File: src/ghost_pkg.sv
package ghost_pkg;

	// ==========================================================================
	// Block geometry
	// ==========================================================================
	localparam int NIBBLE_W      = 4;
	localparam int BLOCK_NIBBLES = 1024;	// One 512-byte SD block
	localparam int ADDR_W        = 10;
	localparam int CNT_W         = ADDR_W + 1;	// Reaches one past the last address

	// ==========================================================================
	// Keystream
	// ==========================================================================
	// Seed is KEY ^ IV, reloaded on a new pad request
	localparam logic [31:0] KEY = 32'h6a09e667;
	localparam logic [31:0] IV  = 32'hbb67ae85;

	// xorshift32 shift amounts
	localparam int XS_SHL_A = 13;
	localparam int XS_SHR_B = 17;
	localparam int XS_SHL_C = 5;

	// Line framing
	localparam logic [NIBBLE_W-1:0] IDLE_NIBBLE  = 4'hF;	// Idle line and end nibble
	localparam logic [NIBBLE_W-1:0] START_NIBBLE = 4'h0;	// Opens a frame

	// ==========================================================================
	// Types
	// ==========================================================================
	typedef enum logic [3:0] {
		ST_IDLE,
		ST_GEN_PAD,	// Waiting on otp_gen
		ST_WAIT_START,
		ST_RECV,
		ST_CHECK_END,
		ST_SEND_START,
		ST_SEND_DATA,
		ST_SEND_END,
		ST_REPORT
	} engine_state_t;

	// One write into a block buffer
	typedef struct packed {
		logic [ADDR_W-1:0]   addr;
		logic [NIBBLE_W-1:0] data;
		logic                we;
	} ram_wr_t;

	// Outgoing data line
	typedef struct packed {
		logic [NIBBLE_W-1:0] data;
		logic                oe;
	} sd_data_t;

endpackage

File: src/ram_4k_block.sv
`timescale 1ns/1ns

// 1024 x 4 bit buffer for the pad or the raw block
module ram_4k_block import ghost_pkg::*; (
	input  logic                iclk,
	input  ram_wr_t             wr,
	input  logic [ADDR_W-1:0]   rd_addr,
	output logic [NIBBLE_W-1:0] rd_data
);

	logic [NIBBLE_W-1:0] mem [BLOCK_NIBBLES];

	always_ff @(posedge iclk) begin
		if (wr.we)
			mem[wr.addr] <= wr.data;
	end

	// Read data one cycle after the address
	always_ff @(posedge iclk) begin
		rd_data <= mem[rd_addr];
	end

endmodule

File: config.mk
export PLATFORM = sky130hd
export DESIGN_NAME = ram_4k_block
export DESIGN_NICKNAME = d
export VERILOG_FILES = /design/src/ghost_pkg.sv /design/src/ram_4k_block.sv
export SDC_FILE = /design/constraint.sdc
export NUM_CORES = 2
export LEC_CHECK = 0
export BUFFER_PORTS_ARGS = -buffer_cell sky130_fd_sc_hd__buf_2
export CORE_UTILIZATION = 25
export DETAILED_ROUTE_END_ITERATION = 12
export HOLD_SLACK_MARGIN = 0.06
export PLACE_DENSITY = 0.4
export SLEW_MARGIN = 20
export SYNTH_ARGS = -nofsm -noshare
export SYNTH_HDL_FRONTEND = slang
export SYNTH_SLANG_ARGS = --single-unit
File: constraint.sdc
create_clock -name iclk -period 3 [get_ports iclk]
set_clock_uncertainty 0.2 [all_clocks]
set_input_delay 0.3 -clock iclk [delete_from_list [all_inputs] [get_ports iclk]]
set_output_delay 0.3 -clock iclk [all_outputs]
set_load 0.05 [all_outputs]
==> metrics.txt <==
crit end category=flip-flop; placed cell area=between 150,000 and 200,000 um2; Critical R2R Launch=mem[846][2]; NetSw=0.0288 W; Power, Total=0.128 W; Fmax achieved=about 320 MHz; status=finished, violations left; largest net degree at the start of global routing=137; Hold Slack=133 ps; DIE HEIGHT=roughly 810 um; post-layout instance area=between 150,000 and 200,000 um2; R2R setup slack=-120 ps; Core Util, Final=~31%; setup TNS=-170 ps; Max stage delay on crit path=540 ps; Root Buffer=clkbuf_16; Starting DRT DRC Count=around 9,300; clock latency on the worst-skew pair=1050 ps; Synth Register Bits=around 4,100; Die Area=652,000 um2; Pint=0.0989 W; Initial Util=25.1%; Async SR Flop Fraction=0%; H-tree depth=5; syn avg cell area=slightly below 20 um2; met1 usage=around 23%; Rows=approximately 300; Reg2Reg Depth=7; Max-slew headroom=32.0%; count of cell types in the netlist=between 70 and 80; area delta synth->final=21.8%; Leakage=about 62 nW; hold crit path type=input port to flip-flop; CTS Sinks=between 4,000 and 5,000; clk slew on worst S/H paths=~60 ps; vias per inst=between 4 and 5; Post-DRT Antenna Nets=0; Core Box Area=around 650,000 um2; first-pass GRT wire length=760 mm; delay-heaviest family, CP=compound AO/OA/AOI/OAI gates; Fin. Hold Viols=0; crit-path max FO=14; drt total wl=about 560 mm; critical path arrival=about 3800 ps; total number of vias=a little under 90,000; max-slew violations=0; Reg2Reg Capture Point=rd_data[2]; crit start category=input port; Setup Crit Path Kind=input port to flip-flop; number of global-route vias before repair=about 90,000; Hold Crit Endpoint=mem[558][2]; Final HPWL DP=between 300 and 400 mm; register share of total power=between 40% and 50%; TritonCTS clock tree=built; PD cells=647 nW/um2; setup ws final=-129 ps; Mapped Cells=8,290; Fill cells=about 62,000; Final min period=approximately 3100 ps; Routed WL per cell=slightly above 30 um; total gr overflow=0; worst hold start=wr[3]; # DRC=0; most common cell after layout, fill and taps aside=edfxtp_1; Req. time, crit path=roughly 3700 ps; switching share of power=22.5%; Comb pwr share=around 6%; Max Cap Violations=0; ys flop type=edfxtp_1; GR Layer Usage met3=2.50%; share of layout cells above drive strength 1=roughly 29%; RSZ-0062 raised after global routing=true; failing checks=negative setup slack; sequential area share after synthesis=between 70% and 80%; Worst Path Buf+Inv=5; worst-path cell with the longest stage delay=mux4_2; Yosys Warn Count=0; met2 GRT Util=between 20% and 30%; CP cell instances=buf_12, buf_16, buf_4, buf_12, buf_4, mux4_2, a311oi_1, a31oi_1, and3_1, o41ai_4, nand4_1; Clock Power Share=around 45%; clk buf depth=4; TritonCTS buffer count=455; die width=around 800 um; Least-Margin Pin Slew=1010 ps; GRT Max-Usage Layer=met2; Syn Std Cell Area=162,000 um2; final setup violation count=2; WHS Path Cells=2; net count after synthesis=just over 8,000; most frequent cells in the layout=4,096 x edfxtp_1, 1,097 x nor2_1, 875 x mux4_2; drt pass-1 iters=5; fin nets=~9,300; antenna violations before repair=just over 80; Post-synth EDFFs=approximately 4,100; period utilization=104%; buffers added on ports=29; num ports=30; GPL Wtd Cong=~0.8; largest vdd supply drop=0.579 mV; GR Util All Layers=16.7%
-- power groups by stage --
stage,registers [W],logic [W],clock network [W]
global route,0.0631,0.00804,0.0599
global placement,0.0643,0.00764,0
finish,0.0631,0.00768,0.0569
CTS,0.0631,0.00777,0.0581
floorplan,0.0643,0.00309,0
detailed placement,0.0643,0.00769,0
-- sequential cells by signal, summed over array words and instances (netlist names) --
| signal | flops |
|---|---|
| mem | 4096 |
| rd_data | 4 |
-- layer usage --
layer	wire [um]	share of wire [%]
met2	271000	49
met5	77	0.014
met3	35500	6.4
met4	12400	2.2
met1	238000	43
-- cells in the mapped netlist (21+ instances only) --
| cell type | count | area (um2) |
|---|---|---|
| nand2_1 | 166 | 623 |
| a221oi_1 | 29 | 254 |
| o21ai_0 | 66 | 330 |
| buf_2 | 64 | 320 |
| a21oi_1 | 129 | 646 |
| mux2_2 | 23 | 259 |
| nor4_1 | 21 | 131 |
| o22ai_1 | 89 | 557 |
| clkbuf_1 | 300 | 1130 |
| mux2i_1 | 461 | 4610 |
| nor3_1 | 100 | 500 |
| buf_6 | 81 | 912 |
| nor2_1 | 1103 | 4140 |
| o221ai_1 | 168 | 1470 |
| edfxtp_1 | 4096 | 123000 |
| nand3_1 | 62 | 310 |
| buf_4 | 60 | 450 |
| a22oi_1 | 80 | 601 |
| buf_1 | 84 | 315 |
| mux4_2 | 875 | 19700 |
-- repair_timing --
action	in CTS	in global routing
pin swaps	21	13
cloned	0	1
buffers inserted	2	4
hold endpoints to repair	3578	0
hold buffers	18	0
resized for setup	48	31
endpoints found under the setup margin	5	4
-- how the worst max path moves through the flow --
stage / startpoint / endpoint / cells after the start
after floorplan: rd_addr[0] / rd_data[2] / 15
after global placement: rd_addr[1] / rd_data[2] / 15
after detailed placement: rd_addr[1] / rd_data[2] / 16
after CTS: mem[311][2] / rd_data[2] / 9
after global routing: mem[326][2] / rd_data[2] / 9
final: rd_addr[0] / rd_data[2] / 11
-- cells by family (layout without fill, tap and decap cells) --
kind of cell / count (synthesis) / after routing / synth area share (%)
DFF: 4100 / 4100 / 75.9
and+or+nand+nor: 1560 / 1560 / 3.99
muxes: 1359 / 1359 / 15.2
AOI/OAI and AO/OA: 674 / 674 / 2.96
buffers and inverters: 597 / 1988 / 1.96
other: 0 / 15 / 0
-- worst register-to-register path, cell delays in order, from the launching register on --
cell	delay [ps]
edfxtp_1	370
mux4_2	470
and3_1	200
a311oi_1	340
a31oi_1	440
and3_1	410
o41ai_4	380
nand4_1	140
-- through the flow --
stage,instances,setup slack (ps)
after floorplan,8290,-12.5
after global placement,17400,-2410
after detailed placement,17400,-1740
after CTS,18300,-143
after global routing,18300,-253
final,18300,-129
-- area by class of cell --
cell class	instances	area [um2]	area share, %
Timing Repair Buffer	1141	11600	5.90
Sequential cell	4100	123000	62.3
Clock buffer	532	11700	5.93
Multi-Input combinational cell	3593	36700	18.6
Inverter	6	40.0	0.0203
Clock inverter	309	3490	1.77
Tap cell	8613	10800	5.46
Antenna cell	15	37.5	0.0190
No activity file was read; power rests on OpenSTA's default activity.
