`config.mk`:
```
export PLATFORM = sky130hd
export DESIGN_NAME = otp_gen
export DESIGN_NICKNAME = d
export VERILOG_FILES = /design/src/ghost_pkg.sv /design/src/otp_gen.sv
export SDC_FILE = /design/constraint.sdc
export NUM_CORES = 1
export LEC_CHECK = 0
export BUFFER_PORTS_ARGS = -buffer_cell sky130_fd_sc_hd__clkbuf_2
export CAP_MARGIN = 20
export CORE_ASPECT_RATIO = 0.8
export CORE_MARGIN = 3
export CORE_UTILIZATION = 25
export CTS_CLUSTER_DIAMETER = 60
export DETAILED_ROUTE_END_ITERATION = 16
export MAX_ROUTING_LAYER = met4
export PLACE_DENSITY = 0.52
export SLEW_MARGIN = 15
export SYNTH_ARGS = -nofsm -noshare
export SYNTH_HDL_FRONTEND = slang
export SYNTH_SLANG_ARGS = --single-unit
```
`constraint.sdc`:
```
create_clock -name iclk -period 2.1 [get_ports iclk]
set_input_delay 0.105 -clock iclk [delete_from_list [all_inputs] [get_ports iclk]]
set_output_delay 0.105 -clock iclk [all_outputs]
set_load 0.1 [all_outputs]
```
`src/ghost_pkg.sv`:
```
package ghost_pkg;

	// ==========================================================================
	// Block geometry
	// ==========================================================================
	localparam int NIBBLE_W      = 4;
	localparam int BLOCK_NIBBLES = 1024;	// One 512-byte SD block
	localparam int ADDR_W        = 10;
	localparam int CNT_W         = ADDR_W + 1;	// Reaches one past the last address

	// ==========================================================================
	// Keystream
	// ==========================================================================
	// Seed is KEY ^ IV, reloaded on a new pad request
	localparam logic [31:0] KEY = 32'h6a09e667;
	localparam logic [31:0] IV  = 32'hbb67ae85;

	// xorshift32 shift amounts
	localparam int XS_SHL_A = 13;
	localparam int XS_SHR_B = 17;
	localparam int XS_SHL_C = 5;

	// Line framing
	localparam logic [NIBBLE_W-1:0] IDLE_NIBBLE  = 4'hF;	// Idle line and end nibble
	localparam logic [NIBBLE_W-1:0] START_NIBBLE = 4'h0;	// Opens a frame

	// ==========================================================================
	// Types
	// ==========================================================================
	typedef enum logic [3:0] {
		ST_IDLE,
		ST_GEN_PAD,	// Waiting on otp_gen
		ST_WAIT_START,
		ST_RECV,
		ST_CHECK_END,
		ST_SEND_START,
		ST_SEND_DATA,
		ST_SEND_END,
		ST_REPORT
	} engine_state_t;

	// One write into a block buffer
	typedef struct packed {
		logic [ADDR_W-1:0]   addr;
		logic [NIBBLE_W-1:0] data;
		logic                we;
	} ram_wr_t;

	// Outgoing data line
	typedef struct packed {
		logic [NIBBLE_W-1:0] data;
		logic                oe;
	} sd_data_t;

endpackage

```
`src/otp_gen.sv`:
```
`timescale 1ns/1ns

module otp_gen import ghost_pkg::*; (
	input  logic    iclk,
	input  logic    reset,
	input  logic    gen_otp,
	input  logic    new_otp,
	output ram_wr_t otp_wr,
	output logic    otp_done
);

	logic [31:0]       xs_state;	// Kept across blocks
	logic [31:0]       xs_next;
	logic              busy;
	logic [ADDR_W-1:0] addr;
	logic              done;

	// One xorshift32 step
	function automatic logic [31:0] xorshift32(input logic [31:0] x);
		logic [31:0] y;
		y = x;
		y = y ^ (y << XS_SHL_A);
		y = y ^ (y >> XS_SHR_B);
		y = y ^ (y << XS_SHL_C);
		return y;
	endfunction

	assign xs_next = xorshift32(xs_state);

	// ==========================================================================
	// Control
	// ==========================================================================
	always_ff @(posedge iclk) begin
		if (reset) begin
			busy <= 1'b0;
			addr <= '0;
			done <= 1'b0;
		end else begin
			done <= 1'b0;
			if (busy) begin
				addr <= addr + 1'b1;
				if (addr == ADDR_W'(BLOCK_NIBBLES - 1)) begin
					busy <= 1'b0;
					done <= 1'b1;	// Cycle after the last write
				end
			end else if (gen_otp) begin
				busy <= 1'b1;
				addr <= '0;
			end
		end
	end

	// Generator state steps once per pad nibble and reloads on request
	always_ff @(posedge iclk) begin
		if (busy)
			xs_state <= xs_next;
		else if (gen_otp && new_otp)
			xs_state <= KEY ^ IV;
	end

	// Low nibble of each new state is one pad nibble
	assign otp_wr.addr = addr;
	assign otp_wr.data = xs_next[NIBBLE_W-1:0];
	assign otp_wr.we   = busy;

	assign otp_done = done;

endmodule

```
==> impl_metrics.py <==
metrics = {
    "final_layout": {
        "layout_common_cells": "xnor2_1 (36), edfxtp_1 (32), clkbuf_2 (18), nand2_1 (16), xnor3_1 (11)",
        "final_common_cell": "xnor2_1",
        "diodes": 0,
        "final_cell_area_um2": 2880,
        "area_growth_pct": 15.9,
        "fillers": 931,
        "stdcell_count": 344,
        "layout-drive-gt1-share_pct": 17.0,
        "finish.net_count": 216,
    },
    "global_route": {
        "track_usage_pct": 8.53,
        "grt_max_degree": 33,
        "grt_overflow": 0,
        "grt_pass1_vias": 1384,
        "grt_pass1_wl_um": 7350,
        "antenna_found_initial": 0,
    },
    "sta": {
        "fmax_ghz": 0.553,
        "fin_worst_skew_ps": 7.17,
        "setup_viol": 0,
        "slew_viol_final": 0,
        "rsz0062_at_grt": "false",
        "fin_crit_sh_pct": 86.0,
        "fin_setup_tns_ps": 0,
        "finalHoldViolCount": 0,
        "max-slew-margin-rel_pct": 63.6,
        "worst_slew_pin_slew_ps": 549,
        "fin_crit_ps": 1810,
    },
    "setup_path": {
        "cp_slowest_cell": "xor3_1",
        "r2r_end": "xs_state[19]$_SDFFCE_PN1P_",
        "end_kind": "output pin",
        "cp_cell_sequence": "xor3_1 > clkbuf_2",
        "startpoint_type": "register",
        "max_stage_delay_ps": 490,
        "reg2reg_from": "xs_state[18]$_SDFFCE_PN1P_",
        "required_ps": 2000,
        "cp_max_fo": 3,
        "critPathKind": "register to output pin",
        "arrival_ps": 1700,
        "worstRegToRegCells": 3,
        "r2r_slack_ps": 540,
    },
    "floorplan": {
        "die-area_um2": 11200,
        "fp.dieW_um": 117,
        "rows": 31,
        "core_um2": 9350,
        "die_h_um": 95.2,
        "ios": 20,
        "initial_utilization_pct": 26.6,
    },
    "logic_synthesis": {
        "synth-seq-area-share_pct": 48.4,
        "synth_area_um2": 2480,
        "synthSimpleGateAreaFrac_pct": 13.2,
        "synth_xor_xnor_area_share_pct": 30.5,
        "synth_top_family_by_area": "XOR/XNOR gates",
        "synth_edf_count": 32,
        "syn_inst": 193,
        "synth_compound_area_share_pct": 4.23,
        "synthAdderAreaFrac_pct": 0.504,
        "synth_seq_cells": 44,
        "syn_nets": 198,
        "synth.distinct_cells": 33,
        "synth_warnings": 0,
        "postSynthAreaPerCell_um2": 12.9,
        "muxShareOfSynthArea_pct": 0.403,
        "synth_flop_cell": "edfxtp_1",
        "async_reset_ff_share_pct": 0,
    },
    "power_and_ir_drop": {
        "pwr-share-seq_pct": 31.0,
        "p_switching_uw": 1730,
        "p_per_area_nw_per_um2": 1590,
        "comb_power_share_pct": 52.1,
        "irDropWorstVdd_mv": 0.381,
        "p_sw_share_pct": 37.8,
        "pwr-share-clk_pct": 16.8,
        "power.total_uw": 4570,
        "p_leak_uw": 0.00108,
        "p_int_uw": 2840,
    },
    "worst_hold_path": {
        "hp-class": "input pin to register",
        "hold-path-endpoint": "busy$_SDFF_PP0_",
        "worstHoldStart": "gen_otp",
        "min_delay_path_depth": 3,
    },
    "drt": {
        "drt_wl_total_um": 4470,
        "drc_errors": 0,
        "antenna_left": 0,
        "viasPerCell": 4.10,
        "wire_per_inst_um": 13.0,
        "drt_first_iter_violations": 104,
        "vias": 1411,
        "first_pass_iters": 4,
    },
    "clock_network": {
        "postCtsResizedCells": 0,
        "cts-root-buf": "clkbuf_16",
        "clkTransAtPathRegs_ps": 60,
        "insertion_delay_ps": 280,
        "cts_max_path_buffers": 2,
        "cts_hold_buf": 0,
        "cts_setup_buffers": 0,
        "htreeDepth": 2,
        "cts-buffers-inserted": 5,
        "cts_tree": "done",
        "clock-sinks": 44,
    },
    "job": {
        "drv_cap": 0,
    },
    "outcome": {
        "status": "complete, no violations",
    },
    "placement": {
        "gp_congestion": 0.740,
        "place_inst": 336,
        "io_buffers": 19,
        "dpl_cell_area_um2": 2740,
        "place_hpwl_um": 3170,
    },
}
==> cell type report <==
class,count,area (µm²),area share [%]
multi-input combinational,136,1210,42.2
sequential,44,1200,41.8
clock inverter,3,18.8,0.652
inverter,2,7.51,0.261
tap,132,165,5.74
timing repair buffer,22,145,5.04
clock buffer,5,125,4.35
==> stage by stage <==
| stage | util, % | setup slack [ps] | hold slack [ps] |
|---|---|---|---|
| global placement | 29.3 | 540 | 462 |
| detailed placement | 29.3 | 533 | 467 |
| global route | 30.8 | 209 | 189 |
| finish | 30.8 | 293 | 174 |
| CTS | 30.8 | 262 | 170 |
| floorplan | - | 34.1 | 184 |
==> power by group through the flow <==
stage / sequential [µW] / clock [µW] / combinational, µW
after global routing: 1440 / 829 / 2590
final: 1420 / 770 / 2380
after global placement: 1430 / 0 / 2390
after detailed placement: 1440 / 0 / 2400
after CTS: 1420 / 793 / 2420
after floorplan: 1400 / 0 / 2150
==> critical path: cells and delay by family (launching register included) <==
family | cells | cell delay [ps]
XOR/XNOR | 1 | 490
buffers and inverters | 1 | 490
flip-flops | 1 | 430
==> synthesized netlist by cell type (3+ instances only) <==
cell type,n,area [µm²]
a21oi_1,10,50.1
and2_1,9,56.3
buf_4,5,37.5
clkbuf_1,4,15.0
dfxtp_1,12,240
edfxtp_1,32,961
nand2_1,16,60.1
nand3_1,5,25.0
nand4_1,3,18.8
nor2_1,3,11.3
nor2b_1,8,50.1
o211ai_1,3,22.5
xnor2_1,36,315
xnor3_1,11,248
xor2_1,6,52.6
xor3_1,6,143
==> how the worst max path moves through the flow <==
stage	from	endpoint	slack, ps	depth (start not counted)
2_1_floorplan	addr[3]$_SDFFE_PP0P_	addr[9]$_SDFFE_PP0P_	30	3
3_3_place_gp	xs_state[18]$_SDFFCE_PN1P_	xs_state[19]$_SDFFCE_PN1P_	540	3
3_5_place_dp	xs_state[18]$_SDFFCE_PN1P_	xs_state[19]$_SDFFCE_PN1P_	530	3
4_1_cts	xs_state[4]$_SDFFCE_PN0P_	otp_wr[1]	260	2
5_1_grt	xs_state[5]$_SDFFCE_PN1P_	otp_wr[2]	210	3
6_report	xs_state[4]$_SDFFCE_PN0P_	otp_wr[1]	290	2
==> metal layers <==
| layer | track usage, % | vias up | part of all wire (%) |
|---|---|---|---|
| li1 | - | 713 | - |
| met1 | 12.6 | 678 | 55 |
| met4 | 2.93 | 0 | 1.3 |
| met5 | - | - | 0 |
| met3 | 1.42 | 5 | 1.7 |
| met2 | 11.8 | 15 | 42 |
==> state kept, by name, indices dropped and copies added (netlist names) <==
name / count
otp_done: 1
busy: 1
xs_state: 32
addr: 10
==> kinds of logic (layout without fill, tap and decap cells) <==
kind of cell,count (synthesis),in the layout
buffers and inverters,13,32
and+or+nand+nor,58,58
muxes,1,1
AOI/OAI and AO/OA,17,17
xor gates and xnor gates,59,59
DFF,44,44
adders and majority gates,1,1
(Power assumes the default switching activity.)
