### config.mk
export PLATFORM = sky130hd
export DESIGN_NAME = sd_block_engine
export DESIGN_NICKNAME = d
export VERILOG_FILES = /design/src/ghost_pkg.sv /design/src/sd_block_engine.sv
export SDC_FILE = /design/constraint.sdc
export NUM_CORES = 1
export LEC_CHECK = 0
export BUFFER_PORTS_ARGS = -buffer_cell sky130_fd_sc_hd__clkbuf_2
export CELL_PAD_IN_SITES_DETAIL_PLACEMENT = 1
export CELL_PAD_IN_SITES_GLOBAL_PLACEMENT = 2
export CORE_ASPECT_RATIO = 0.75
export CORE_MARGIN = 1.5
export CORE_UTILIZATION = 25
export DETAILED_ROUTE_END_ITERATION = 6
export PLACE_DENSITY = 0.81
export SLEW_MARGIN = 20
export SYNTH_ARGS = -nofsm -noshare
export SYNTH_HDL_FRONTEND = slang
export SYNTH_SLANG_ARGS = --single-unit
### constraint.sdc
create_clock -name iclk -period 1.75 [get_ports iclk]
set_input_delay 0.0875 -clock iclk [delete_from_list [all_inputs] [get_ports iclk]]
set_output_delay 0.0875 -clock iclk [all_outputs]
set_load 0.05 [all_outputs]
### src/ghost_pkg.sv
package ghost_pkg;

	// ==========================================================================
	// Block geometry
	// ==========================================================================
	localparam int NIBBLE_W      = 4;
	localparam int BLOCK_NIBBLES = 1024;	// One 512-byte SD block
	localparam int ADDR_W        = 10;
	localparam int CNT_W         = ADDR_W + 1;	// Reaches one past the last address

	// ==========================================================================
	// Keystream
	// ==========================================================================
	// Seed is KEY ^ IV, reloaded on a new pad request
	localparam logic [31:0] KEY = 32'h6a09e667;
	localparam logic [31:0] IV  = 32'hbb67ae85;

	// xorshift32 shift amounts
	localparam int XS_SHL_A = 13;
	localparam int XS_SHR_B = 17;
	localparam int XS_SHL_C = 5;

	// Line framing
	localparam logic [NIBBLE_W-1:0] IDLE_NIBBLE  = 4'hF;	// Idle line and end nibble
	localparam logic [NIBBLE_W-1:0] START_NIBBLE = 4'h0;	// Opens a frame

	// ==========================================================================
	// Types
	// ==========================================================================
	typedef enum logic [3:0] {
		ST_IDLE,
		ST_GEN_PAD,	// Waiting on otp_gen
		ST_WAIT_START,
		ST_RECV,
		ST_CHECK_END,
		ST_SEND_START,
		ST_SEND_DATA,
		ST_SEND_END,
		ST_REPORT
	} engine_state_t;

	// One write into a block buffer
	typedef struct packed {
		logic [ADDR_W-1:0]   addr;
		logic [NIBBLE_W-1:0] data;
		logic                we;
	} ram_wr_t;

	// Outgoing data line
	typedef struct packed {
		logic [NIBBLE_W-1:0] data;
		logic                oe;
	} sd_data_t;

endpackage

### src/sd_block_engine.sv
`timescale 1ns/1ns

module sd_block_engine import ghost_pkg::*; (
	input  logic                iclk,
	input  logic                reset,
	input  logic                start,
	input  logic                otp_done,
	input  logic [NIBBLE_W-1:0] sd_in,
	input  logic [NIBBLE_W-1:0] cipher_nibble,
	output logic                gen_otp,
	output ram_wr_t             raw_wr,
	output logic [ADDR_W-1:0]   rd_addr,
	output sd_data_t            sd_out,
	output logic                success,
	output logic                fail
);

	engine_state_t state;
	engine_state_t state_next;

	// Shared by receive and send
	logic [CNT_W-1:0] cnt;

	logic last_rx;
	logic last_tx;
	logic end_ok;

	assign last_rx = (cnt == CNT_W'(BLOCK_NIBBLES - 1));
	assign last_tx = (cnt == CNT_W'(BLOCK_NIBBLES));	// Last cipher nibble on the read port
	assign end_ok  = (sd_in == IDLE_NIBBLE);

	// Pad request straight from the start strobe
	assign gen_otp = (state == ST_IDLE) && start;

	// ==========================================================================
	// Next state
	// ==========================================================================
	always_comb begin
		state_next = state;
		case (state)
			ST_IDLE: begin
				if (start)
					state_next = ST_GEN_PAD;
			end
			ST_GEN_PAD: begin
				if (otp_done)
					state_next = ST_WAIT_START;
			end
			ST_WAIT_START: begin
				if (sd_in == START_NIBBLE)
					state_next = ST_RECV;
			end
			ST_RECV: begin
				if (last_rx)
					state_next = ST_CHECK_END;
			end
			ST_CHECK_END: begin
				state_next = end_ok ? ST_SEND_START : ST_IDLE;
			end
			ST_SEND_START: state_next = ST_SEND_DATA;
			ST_SEND_DATA: begin
				if (last_tx)
					state_next = ST_SEND_END;
			end
			ST_SEND_END: state_next = ST_REPORT;
			ST_REPORT:   state_next = ST_IDLE;
			default:     state_next = ST_IDLE;
		endcase
	end

	// ==========================================================================
	// Registers
	// ==========================================================================
	always_ff @(posedge iclk) begin
		if (reset) begin
			state       <= ST_IDLE;
			cnt         <= '0;
			sd_out.data <= IDLE_NIBBLE;
			sd_out.oe   <= 1'b0;
			success     <= 1'b0;
			fail        <= 1'b0;
		end else begin
			state   <= state_next;
			success <= 1'b0;
			fail    <= 1'b0;
			case (state)
				ST_WAIT_START: cnt <= '0;	// Frame starts at address 0
				ST_RECV: cnt <= cnt + 1'b1;
				ST_CHECK_END: begin
					cnt <= '0;
					if (!end_ok)
						fail <= 1'b1;	// Bad end nibble aborts the block
				end
				ST_SEND_START: begin
					// Address 0 is being read while the start nibble goes out
					cnt         <= cnt + 1'b1;
					sd_out.data <= START_NIBBLE;
					sd_out.oe   <= 1'b1;
				end
				ST_SEND_DATA: begin
					cnt         <= cnt + 1'b1;
					sd_out.data <= cipher_nibble;	// Word for cnt - 1
				end
				ST_SEND_END: sd_out.data <= IDLE_NIBBLE;
				ST_REPORT: begin
					sd_out.oe <= 1'b0;
					success   <= 1'b1;
				end
				default: begin
					sd_out.data <= IDLE_NIBBLE;
					sd_out.oe   <= 1'b0;
				end
			endcase
		end
	end

	// ==========================================================================
	// Buffer ports
	// ==========================================================================
	// Read address runs one ahead of the line output during send
	assign rd_addr = cnt[ADDR_W-1:0];

	// Raw nibbles land in address order
	assign raw_wr.addr = cnt[ADDR_W-1:0];
	assign raw_wr.data = sd_in;
	assign raw_wr.we   = (state == ST_RECV);

endmodule

==> impl_table.tex, run 1 <==
\begin{tabular}{lr}
\hline
Metric & Value \\
\hline
\multicolumn{2}{l}{\textbf{Outcome}} \\
Run status & complete, but fails checks \\
Failing checks & setup timing \\
\multicolumn{2}{l}{\textbf{Placement}} \\
Number of placed cells counting well taps & slightly below 300 \\
Post-DP HPWL & $\sim$3200 µm \\
Worst setup timing slack at the placement stage & -0.0505 ns \\
\# port buffers & between 40 and 50 \\
Final weighted congestion of routability-driven global placement & 0.751 \\
\multicolumn{2}{l}{\textbf{Yosys}} \\
Synthesized flop and latch total & 22 \\
Dominant register cell in the synthesized netlist & dfxtp\_1 \\
Average footprint of a synthesized cell & around 7.9 µm² \\
Cell count after synthesis & $\sim$180 \\
Post-synthesis instance area & approximately 1400 µm² \\
Number of flops mapped to enable cells by yosys & 0 \\
Net Count, Synth & 193 \\
Distinct cells, synth & 44 \\
Count of yosys warnings during synthesis & 0 \\
Portion of the post-synthesis area used by sequential elements & between 30\% and 40\% \\
Proportion of register bits with asynchronous set or reset after synthesis & 0\% \\
\multicolumn{2}{l}{\textbf{Timing}} \\
Number of pins exceeding their max-slew limit in the final report & 0 \\
Final Hold Violating Endpoints & 0 \\
Worst slew margin relative to its limit & 71.7\% \\
Clock period minus worst slack & between 1.5 and 2 ns \\
Timing-limited maximum frequency & 547 MHz \\
Number of setup violations in the final report & 3 \\
RSZ-0062 raised after global routing & true \\
Post-route fraction of the period consumed by the critical path & 104\% \\
Worst Clk Skew & between 0.005 and 0.006 ns \\
Slew @ Worst Pin & between 0.4 and 0.5 ns \\
Worst setup slack after layout & -0.0773 ns \\
\multicolumn{2}{l}{\textbf{CTS}} \\
Root buffer cell & clkbuf\_8 \\
Largest buffer count on any clock path & 2 \\
Clock tree from TritonCTS & done \\
Post-CTS clock slew at the launch and capture registers of the worst setup and hold paths & around 0.080 ns \\
Number of clock buffers inserted by TritonCTS & 3 \\
Number of clock sinks seen by CTS & 22 \\
Number of levels the H-tree was split into & 1 \\
Source-to-sink clock delay at the later pin of the worst-skew pair & $\sim$0.27 ns \\
\multicolumn{2}{l}{\textbf{Setup path}} \\
CP Capture Type & register \\
Flop-to-flop setup slack & -0.08 ns \\
Launch instance of the worst register-to-register path & cnt[6] \\
Endpoint required time on the critical path & between 1.5 and 2 ns \\
Type of the worst setup path & register to register \\
Type of element launching the critical path & register \\
CP arrival & a little under 2 ns \\
Endpoint of the most critical register-to-register path & state[1] \\
R2r worst-path depth & 5 \\
Critical-path maximum fanout & 2 \\
\multicolumn{2}{l}{\textbf{Route}} \\
Met3 wirelength from detailed routing & between 150 and 200 µm \\
Drt first-iter violations & 43 \\
Detailed Routing Iterations Pass 1 & 4 \\
Met2 wire len & between 1500 and 2000 µm \\
Final WL & 4110 µm \\
Antenna Violating Nets Remaining & 0 \\
DRC viols & 0 \\
Via Count & 1,377 \\
Top layer used by detailed routing & met4 \\
Post-DR vias/cell & 4.70 \\
Sum of routed wire segments on met1 & 2100 µm \\
Wire per inst & $\sim$14 µm \\
\multicolumn{2}{l}{\textbf{Finish}} \\
Count of nets after finishing & between 200 and 250 \\
Area growth from synthesis to layout & 25.5\% \\
Final standard cell utilization of the core & between 30\% and 40\% \\
Fraction of final layout cells with drive strength greater than 1 & between 30\% and 40\% \\
Number of diodes & 0 \\
Final Non-Filler Cells & 293 \\
\multicolumn{2}{l}{\textbf{Hold path}} \\
Cells on Worst Hold Path & 4 \\
Min-Delay Endpoint & sd\_out[3] \\
Launch instance of the worst min-delay path & cipher\_nibble[2] \\
Path category of the worst min-delay check & primary input to register \\
\multicolumn{2}{l}{\textbf{Floorplanning}} \\
Initial Utilization & around a quarter \\
Chip width & 89.6 µm \\
Floorplan Core Area & around 5400 µm² \\
Die Height & 68.0 µm \\
Core Rows & 23 \\
Io pins & 45 \\
Die ar. & around 6000 µm² \\
\multicolumn{2}{l}{\textbf{Job}} \\
Reported max-cap violation count & 0 \\
\multicolumn{2}{l}{\textbf{GRT}} \\
Number of antenna violations at the first check in global routing & 0 \\
Final global-route overflow total & 0 \\
Wire length of the first global-routing pass & a little under 7000 µm \\
Vias in the first global route & 1,336 \\
Overall global routing resource usage & 14.6\% \\
Largest net degree at the start of global routing & 18 \\
\multicolumn{2}{l}{\textbf{Power}} \\
Worst IR Drop VDD & 0.327 mV \\
Cell area power density & slightly below 900 nW/µm² \\
Final total power & about 1500 µW \\
Leakage power of the design & roughly 0.00076 µW \\
\hline
\end{tabular}
per-layer routing:
layer	GRT usage, %	vias to the layer above
met4	3.65	0
met1	20.4	645
li1	-	696
met3	2.53	2
met2	23.2	34
met5	0	-
cell type report:
class	instances	area, µm²
clock buffer	3	41.3
fill	678	3610
inverter	7	26.3
multi-input combinational	117	738
sequential	22	447
tap	75	93.8
timing repair buffer	69	420
synthesized netlist by cell type, drive strengths merged, types with 2 or more instances:
cell    number  area share [%]
a211oi       4             2.5
a21oi        8             2.8
a311oi       3             1.9
a31oi        3             1.3
and2         2            0.89
and3         3             1.4
buf         27              14
clkbuf       6             1.6
dfxtp       22              31
ha           2             1.8
inv          7             1.9
mux2i        3             2.1
nand2       20             5.3
nand2b       2             1.1
nand3        4             1.4
nand3b       3             1.6
nor2        16             4.3
nor3         3             1.1
nor4         4             1.8
o211ai       2             1.1
o21a         4             2.1
o21ai        5             1.8
o22a         3             1.9
o22ai        4             1.8
or3          2            0.89
or4          2             1.3
xnor2        2             1.2
xor2         2             1.2
metrics by stage:
stage / hold WS [ns] / setup TNS (ns) / area, µm²
6_report: 0.187 / -0.110 / 1770
3_5_place_dp: 0.449 / -0.130 / 1700
5_1_grt: 0.184 / -0.371 / 1770
3_3_place_gp: 0.445 / 0 / 1700
2_1_floorplan: 0.342 / -0.0177 / 1420
4_1_cts: 0.172 / -0.146 / 1760
how the worst max path moves through the flow:
stage	start	cells after the start	slack [ns]	end
after floorplan	cnt[7]	5	-0.02	state[1]
after global placement	cnt[0]	6	0.006	state[2]
after detailed placement	cnt[6]	5	-0.05	state[1]
after CTS	cnt[8]	5	-0.08	state[1]
after global routing	cnt[6]	5	-0.17	state[1]
final	cnt[6]	5	-0.08	state[1]
worst max-delay path, stage by stage, from the launching register on:
cell and delay (ns):
dfxtp_1 0.32, or4_4 0.52, o311a_1 0.35, a211oi_2 0.23, mux2i_1 0.24, nand2_1 0.07
timing repair:
action                                  4_1_cts  5_1_grt
pin swaps                                     1        1
endpoints found under the setup margin        3        5
resized for setup                             3        4
setup buffers                                 1        0
hold buffers                                  0        0
cell usage in the layout, fill, tap and decap left out, types with 2 or more instances in the layout:
cell / Yosys / layout
buf_4: 25 / 24
a211oi_1: 3 / 3
o22a_1: 3 / 3
nand3_1: 4 / 3
a311oi_1: 3 / 3
nor4_1: 4 / 4
o21a_1: 4 / 4
dfxtp_1: 22 / 17
a21oi_1: 8 / 8
nor3_1: 3 / 3
or3_1: 2 / 2
clkbuf_2: 0 / 44
clkbuf_8: 0 / 3
nand3b_1: 3 / 3
a31oi_1: 3 / 3
inv_1: 7 / 7
or4_4: 1 / 2
o211ai_1: 2 / 2
o21ai_0: 5 / 5
xnor2_1: 2 / 2
and3_1: 2 / 2
xor2_1: 2 / 2
and2_1: 2 / 2
mux2i_1: 3 / 3
dfxtp_2: 0 / 5
o22ai_1: 4 / 4
nand2_1: 20 / 20
nor2_1: 16 / 15
state kept, by name, summed over array words and instances, names as in the netlist:
register  cells
fail          1
cnt          11
sd_out        5
state         4
success       1
where the power goes:
part / internal [µW] / switching (µW) / leakage [µW] / total (µW)
clock network: 154 / 163 / 0.0000216 / 317
logic: 243 / 424 / 0.000557 / 667
registers: 532 / 28.7 / 0.000180 / 561
logic make-up (layout without fill, tap and decap cells):
logic type | count (synthesis) | in the layout | synth area share [%]
buf+inv | 40 | 79 | 17.5
mux | 3 | 3 | 2.13
simple gates | 64 | 64 | 22.6
xor+xnor | 4 | 4 | 2.49
compound gates | 44 | 44 | 22.2
flops | 22 | 22 | 31.3
fa+ha+maj | 2 | 2 | 1.78
Power figures use the tool's default switching activity.
==> run 2: changes to the inputs <==
==> constraint.sdc (replaced) <==
create_clock -name iclk -period 1.67 [get_ports iclk]
set_input_delay 0.0835 -clock iclk [delete_from_list [all_inputs] [get_ports iclk]]
set_output_delay 0.0835 -clock iclk [all_outputs]
set_load 0.05 [all_outputs]
==> run 2 against run 1 <==
- the run still ends with setup timing left
- final cell count rose by 0.68%
- global-route usage fell by 0.14 points
- sequential cell count unchanged
- final area increased by 3.7%
- critical path depth did not move
- first-iteration DRC count up 56%
- via count grew 2.7%
- maximum frequency grew 1.2%
- clock skew rose by 0.0051 ns
- largest cell class unchanged
==> impl_table.tex, run 2 (synthesized netlist as in run 1, its figures left out) <==
\begin{tabular}{lr}
\hline
Metric & Value \\
\hline
\multicolumn{2}{l}{\textbf{GRT}} \\
Vias in the first global route & about 1,400 \\
Largest net degree at the start of global routing & 15 \\
Overall global routing resource usage & about 14\% \\
Wire length of the first global-routing pass & 6750 µm \\
Final global-route overflow total & 0 \\
Number of antenna violations at the first check in global routing & 0 \\
\multicolumn{2}{l}{\textbf{Finish}} \\
Most flops, register & cnt \\
Fraction of final layout cells with drive strength greater than 1 & a little over two fifths \\
Largest register FFs & 11 \\
Number of diodes & 0 \\
Regs by FF count & cnt: 11 flops, sd\_out: 5 flops, state: 4 flops \\
Commonest non-fill, non-tap cells in the layout & clkbuf\_2 (42), buf\_4 (26), nand2\_1 (20) \\
Most frequent standard cell in the layout excluding fill and tap cells & clkbuf\_2 \\
Count of nets after finishing & $\sim$240 \\
Area growth from synthesis to layout & 30.1\% \\
\multicolumn{2}{l}{\textbf{Timing}} \\
Worst Clk Skew & $\sim$0.011 ns \\
Total negative slack for setup checks & -0.407 ns \\
Timing-limited maximum frequency & between 500 and 600 MHz \\
RSZ-0062 raised after global routing & true \\
Final Hold Violating Endpoints & 0 \\
Clock period minus worst slack & approximately 1.8 ns \\
Worst slew margin relative to its limit & around two thirds \\
Worst setup slack after layout & -0.135 ns \\
Number of setup violations in the final report & 4 \\
Post-route fraction of the period consumed by the critical path & 108\% \\
Number of pins exceeding their max-slew limit in the final report & 0 \\
Slew @ Worst Pin & around 0.48 ns \\
\multicolumn{2}{l}{\textbf{Placement}} \\
\# port buffers & between 40 and 50 \\
Post-DP HPWL & between 3000 and 4000 µm \\
Final weighted congestion of routability-driven global placement & around 0.80 \\
Worst setup timing slack at the placement stage & -0.155 ns \\
\multicolumn{2}{l}{\textbf{CTS}} \\
Number of levels the H-tree was split into & 1 \\
Largest buffer count on any clock path & 2 \\
Number of clock buffers inserted by TritonCTS & 3 \\
Setup Buffers After CTS & 0 \\
Root buffer cell & clkbuf\_8 \\
Clock tree from TritonCTS & done \\
Post-CTS clock slew at the launch and capture registers of the worst setup and hold paths & 0.09 ns \\
Number of clock sinks seen by CTS & 22 \\
Source-to-sink clock delay at the later pin of the worst-skew pair & around 0.28 ns \\
\multicolumn{2}{l}{\textbf{Power}} \\
Worst IR Drop VDD & 0.268 mV \\
Leakage power of the design & between 0.0007 and 0.0008 µW \\
Cell area power density & $\sim$990 nW/µm² \\
\multicolumn{2}{l}{\textbf{Route}} \\
Final WL & roughly 4300 µm \\
Drt first-iter violations & 67 \\
Detailed Routing Iterations Pass 1 & 4 \\
DRC viols & 0 \\
Post-DR vias/cell & around 4.8 \\
Antenna Violating Nets Remaining & 0 \\
Wire per inst & $\sim$14 µm \\
Via Count & 1,414 \\
\multicolumn{2}{l}{\textbf{Floorplanning}} \\
Core Rows & 23 \\
Die ar. & about 6100 µm² \\
Chip width & $\sim$90 µm \\
Die Height & 68.0 µm \\
Io pins & 45 \\
Floorplan Core Area & around 5400 µm² \\
Initial Utilization & a little over a quarter \\
\multicolumn{2}{l}{\textbf{Setup path}} \\
CP Cell Sequence & or4\_4 > o311a\_1 > a211oi\_2 > mux2i\_1 > nand2\_1 \\
Endpoint required time on the critical path & 1.85 ns \\
Cell family with most CP delay & compound AO/OA/AOI/OAI gates \\
Cell with the biggest individual delay on the critical path & or4\_4 \\
Longest individual stage delay on the worst path & roughly 0.52 ns \\
Type of element launching the critical path & register \\
Critical-path maximum fanout & 2 \\
Crit path buffers/inverters & 0 \\
CP Capture Type & register \\
CP arrival & 1.98 ns \\
Type of the worst setup path & register to register \\
\multicolumn{2}{l}{\textbf{Outcome}} \\
Failing checks & setup timing \\
Run status & complete, but fails checks \\
\multicolumn{2}{l}{\textbf{Hold path}} \\
Path category of the worst min-delay check & primary input to register \\
\multicolumn{2}{l}{\textbf{Job}} \\
Reported max-cap violation count & 0 \\
\hline
\end{tabular}
[run 2: per-stage QoR]
stage | cell area, µm² | power, µW | hold WS, ns | std cells | utilization [%]
2_1_floorplan | 1430 | 1070 | 0.334 | 179 | -
5_1_grt | 1830 | 1920 | 0.168 | 295 | 34.0
3_3_place_gp | 1720 | 1280 | 0.438 | 291 | 31.9
3_5_place_dp | 1720 | 1290 | 0.449 | 291 | 31.9
4_1_cts | 1800 | 1810 | 0.158 | 295 | 33.4
6_report | 1830 | 1820 | 0.155 | 295 | 34.0
[run 2: metal layers]
layer / up-vias / routed length, µm / track usage, %
met2: 30 / 1910 / 22.9
met1: 680 / 2150 / 20.6
met5: - / 0 / 0
li1: 699 / - / -
met4: 0 / 51 / 4.04
met3: 5 / 157 / 1.69
[run 2: report_power, final]
group / total [µW] / leakage [µW] / internal (µW) / switching, µW
clock network: 516 / 0.0000357 / 321 / 195
registers: 590 / 0.000181 / 558 / 31.5
logic: 712 / 0.000568 / 263 / 449
[run 2: what timing repair did]
| item | in CTS | in global routing |
|---|---|---|
| endpoints found under the setup margin | 5 | 12 |
| hold buffers | 0 | 0 |
| gates resized for setup | 3 | 12 |
| pin swaps | 2 | 0 |
[run 2: cell type report]
type	instances	area [µm²]
Clock buffer	3	41.3
Clock inverter	1	30.0
Fill cell	682	3550
Inverter	7	26.3
Multi-Input combinational cell	117	764
Sequential cell	22	452
Tap cell	75	93.8
Timing Repair Buffer	70	424
[run 2: worst reg2reg max path: stages, from the launching register on]
cell      delay [ns]
dfxtp_2         0.32
or4_4           0.52
o311a_1         0.36
a211oi_2        0.23
mux2i_1         0.22
nand2_1         0.06
[run 2: worst paths after layout]
path / startpoint / to / slack, ns / cells after the start
max reg2reg: cnt[9] / state[1] / -0.14 / 5
min: cipher_nibble[1] / sd_out[2] / 0.16 / 4
min reg2reg: sd_out[0] / sd_out[0] / 0.51 / 2
max: cnt[9] / state[1] / -0.14 / 5
==> run 3: changes to the inputs <==
--- a/config.mk
+++ b/config.mk
@@ -10,9 +10,9 @@
 export CELL_PAD_IN_SITES_GLOBAL_PLACEMENT = 2
 export CORE_ASPECT_RATIO = 0.75
 export CORE_MARGIN = 1.5
-export CORE_UTILIZATION = 25
+export CORE_UTILIZATION = 30
 export DETAILED_ROUTE_END_ITERATION = 6
-export PLACE_DENSITY = 0.81
+export PLACE_DENSITY = 0.9
 export SLEW_MARGIN = 20
 export SYNTH_ARGS = -nofsm -noshare
 export SYNTH_HDL_FRONTEND = slang
==> constraint.sdc (replaced) <==
create_clock -name iclk -period 2.27 [get_ports iclk]
set_input_delay 0.1135 -clock iclk [delete_from_list [all_inputs] [get_ports iclk]]
set_output_delay 0.1135 -clock iclk [all_outputs]
set_load 0.05 [all_outputs]
==> run 3 against run 2 <==
- the run now ends clean
- clock power down 43%
- maximum frequency shrank 10%
- routed wire length is 12% lower
- sequential cell count unchanged
- critical path depth unchanged
- critical endpoint unchanged
- largest cell class unchanged
==> impl_table.tex, run 3 (synthesized netlist as in run 1, its figures left out) <==
\begin{tabular}{lr}
\hline
Metric & Value \\
\hline
\multicolumn{2}{l}{\textbf{Finish}} \\
Multi-input combinational cell area & approximately 720 µm² \\
Number of diodes & 0 \\
Final Non-Filler Cells & about 260 \\
Count of fill cells added during filler insertion & 562 \\
Final standard cell utilization of the core & between 30\% and 40\% \\
Count of nets after finishing & $\sim$220 \\
Regs by FF count & cnt: 11 flops, sd\_out: 5 flops, state: 4 flops \\
Commonest non-fill, non-tap cells in the layout & clkbuf\_2 (44), dfxtp\_1 (22), nand2\_1 (20) \\
Fraction of final layout cells with drive strength greater than 1 & 29.5\% \\
Most frequent standard cell in the layout excluding fill and tap cells & clkbuf\_2 \\
Post-Layout Inst Area & roughly 1600 µm² \\
Largest register FFs & 11 \\
Most flops, register & cnt \\
Area growth from synthesis to layout & 12.2\% \\
Flip-flop and latch area & around 440 µm² \\
\multicolumn{2}{l}{\textbf{GRT}} \\
Largest net degree at the start of global routing & 18 \\
Overall global routing resource usage & around 15\% \\
Wire length of the first global-routing pass & about 6000 µm \\
Busiest grt layer & met1 \\
Met1 Usage GRT & 22.9\% \\
Final global-route overflow total & 0 \\
Fraction of met3 tracks used by global routing & approximately 3.2\% \\
Met2 routing resource usage after global routing & between 20\% and 30\% \\
Number of antenna violations at the first check in global routing & 0 \\
Vias in the first global route & approximately 1,200 \\
\multicolumn{2}{l}{\textbf{Floorplanning}} \\
Die Height & 62.3 µm \\
Io pins & 45 \\
Floorplan Core Area & around 4500 µm² \\
Chip width & slightly above 80 µm \\
Die ar. & 5120 µm² \\
Core Rows & 21 \\
Initial Utilization & between 30\% and 40\% \\
\multicolumn{2}{l}{\textbf{Timing}} \\
Worst slew margin relative to its limit & 59.8\% \\
Number of pins exceeding their max-slew limit in the final report & 0 \\
Final Hold Violating Endpoints & 0 \\
Post-route fraction of the period consumed by the critical path & just under 90\% \\
Total negative slack for setup checks & 0 ns \\
Slew @ Worst Pin & 0.602 ns \\
Worst Clk Skew & between 0.0015 and 0.002 ns \\
Clock period minus worst slack & around 2.0 ns \\
RSZ-0062 raised after global routing & false \\
Timing-limited maximum frequency & just under 500 MHz \\
Number of setup violations in the final report & 0 \\
\multicolumn{2}{l}{\textbf{Route}} \\
Detailed Routing Iterations Pass 1 & 4 \\
DRC viols & 0 \\
Via Count & roughly 1,300 \\
Drt first-iter violations & 68 \\
Wire per inst & $\sim$15 µm \\
Antenna Violating Nets Remaining & 0 \\
Final WL & $\sim$3800 µm \\
Post-DR vias/cell & roughly 5.1 \\
\multicolumn{2}{l}{\textbf{CTS}} \\
Number of levels the H-tree was split into & 1 \\
Number of gates resized after cts & 0 \\
Number of clock buffers inserted by TritonCTS & 3 \\
Largest buffer count on any clock path & 2 \\
Hold-fix buffers, CTS & 0 \\
Post-CTS clock slew at the launch and capture registers of the worst setup and hold paths & approximately 0.080 ns \\
Root buffer cell & clkbuf\_8 \\
Clock tree from TritonCTS & done \\
Setup Buffers After CTS & 0 \\
Number of clock sinks seen by CTS & 22 \\
Source-to-sink clock delay at the later pin of the worst-skew pair & between 0.2 and 0.3 ns \\
\multicolumn{2}{l}{\textbf{Setup path}} \\
Type of element launching the critical path & register \\
Endpoint required time on the critical path & around 2.4 ns \\
Type of the worst setup path & register to register \\
Endpoint of the most critical register-to-register path & state[1] \\
Flop-to-flop setup slack & 0.26 ns \\
CP Capture Type & register \\
Launch instance of the worst register-to-register path & cnt[7] \\
Critical-path maximum fanout & 9 \\
CP arrival & $\sim$2.2 ns \\
R2r worst-path depth & 5 \\
\multicolumn{2}{l}{\textbf{Job}} \\
Reported max-cap violation count & 0 \\
\multicolumn{2}{l}{\textbf{Power}} \\
Leakage power of the design & 0.000664 µW \\
Worst IR Drop VDD & 0.255 mV \\
Cell area power density & around 750 nW/µm² \\
Final total power & around 1200 µW \\
\multicolumn{2}{l}{\textbf{Hold path}} \\
Path category of the worst min-delay check & primary input to register \\
Min-Delay Endpoint & sd\_out[3] \\
Cells on Worst Hold Path & 4 \\
Launch instance of the worst min-delay path & cipher\_nibble[2] \\
\multicolumn{2}{l}{\textbf{Placement}} \\
Post-DP HPWL & around 2700 µm \\
Final weighted congestion of routability-driven global placement & between 0.7 and 0.8 \\
\# port buffers & 44 \\
Number of placed cells counting well taps & approximately 250 \\
Placed Instance Area & 1520 µm² \\
\multicolumn{2}{l}{\textbf{Outcome}} \\
Run status & complete, no violations \\
\hline
\end{tabular}
[run 3: cell count changes in the layout (fill, tap and decap cells not counted), moves of 2 or more]
cell	previous run	this run
buf_4	26	6
dfxtp_1	15	22
dfxtp_2	6	0
clkbuf_2	42	44
nor2_1	14	16
nor2_2	2	0
[run 3: worst max path at each step]
stage | start | end | slack [ns] | depth (start not counted)
2_1_floorplan | state[3] | state[2] | 0.40 | 6
3_3_place_gp | cnt[0] | state[0] | 0.37 | 6
3_5_place_dp | cnt[0] | state[0] | 0.27 | 6
4_1_cts | cnt[0] | state[0] | 0.25 | 6
5_1_grt | cnt[0] | state[0] | 0.14 | 6
6_report | cnt[7] | state[1] | 0.26 | 5
[run 3: area by class of cell]
cell class | count | area share (%)
clock buffers | 4 | 3.49
inverters | 7 | 1.66
multi-input cells | 117 | 45.6
flip-flops and latches | 22 | 27.9
well taps | 57 | 4.52
repair buffers | 50 | 16.8
[run 3: metal layers]
layer,part of all wire (%),vias up
met2,42,32
met1,53,608
li1,-,658
met3,4.6,4
met5,0,-
met4,0.66,0
[run 3: through the flow]
stage	hold WS, ns	setup WS [ns]
after detailed placement	0.482	0.270
after floorplan	0.374	0.404
after global placement	0.468	0.372
after CTS	0.191	0.251
final	0.196	0.259
after global routing	0.203	0.139
[run 3: report_power, final]
group	leakage, µW	total [µW]	internal, µW	switching, µW
Combinational	0.000457	453	147	305
Sequential	0.000178	442	407	34.3
Clock	0.0000288	295	155	139
Total	0.000664	1190	710	479
[run 3: critical path: stages, from the launching register on]
cell and delay, ns:
dfxtp_1 0.40, or4_1 0.53, o311a_1 0.37, a211oi_2 0.27
mux2i_1 0.25, nand2_1 0.08
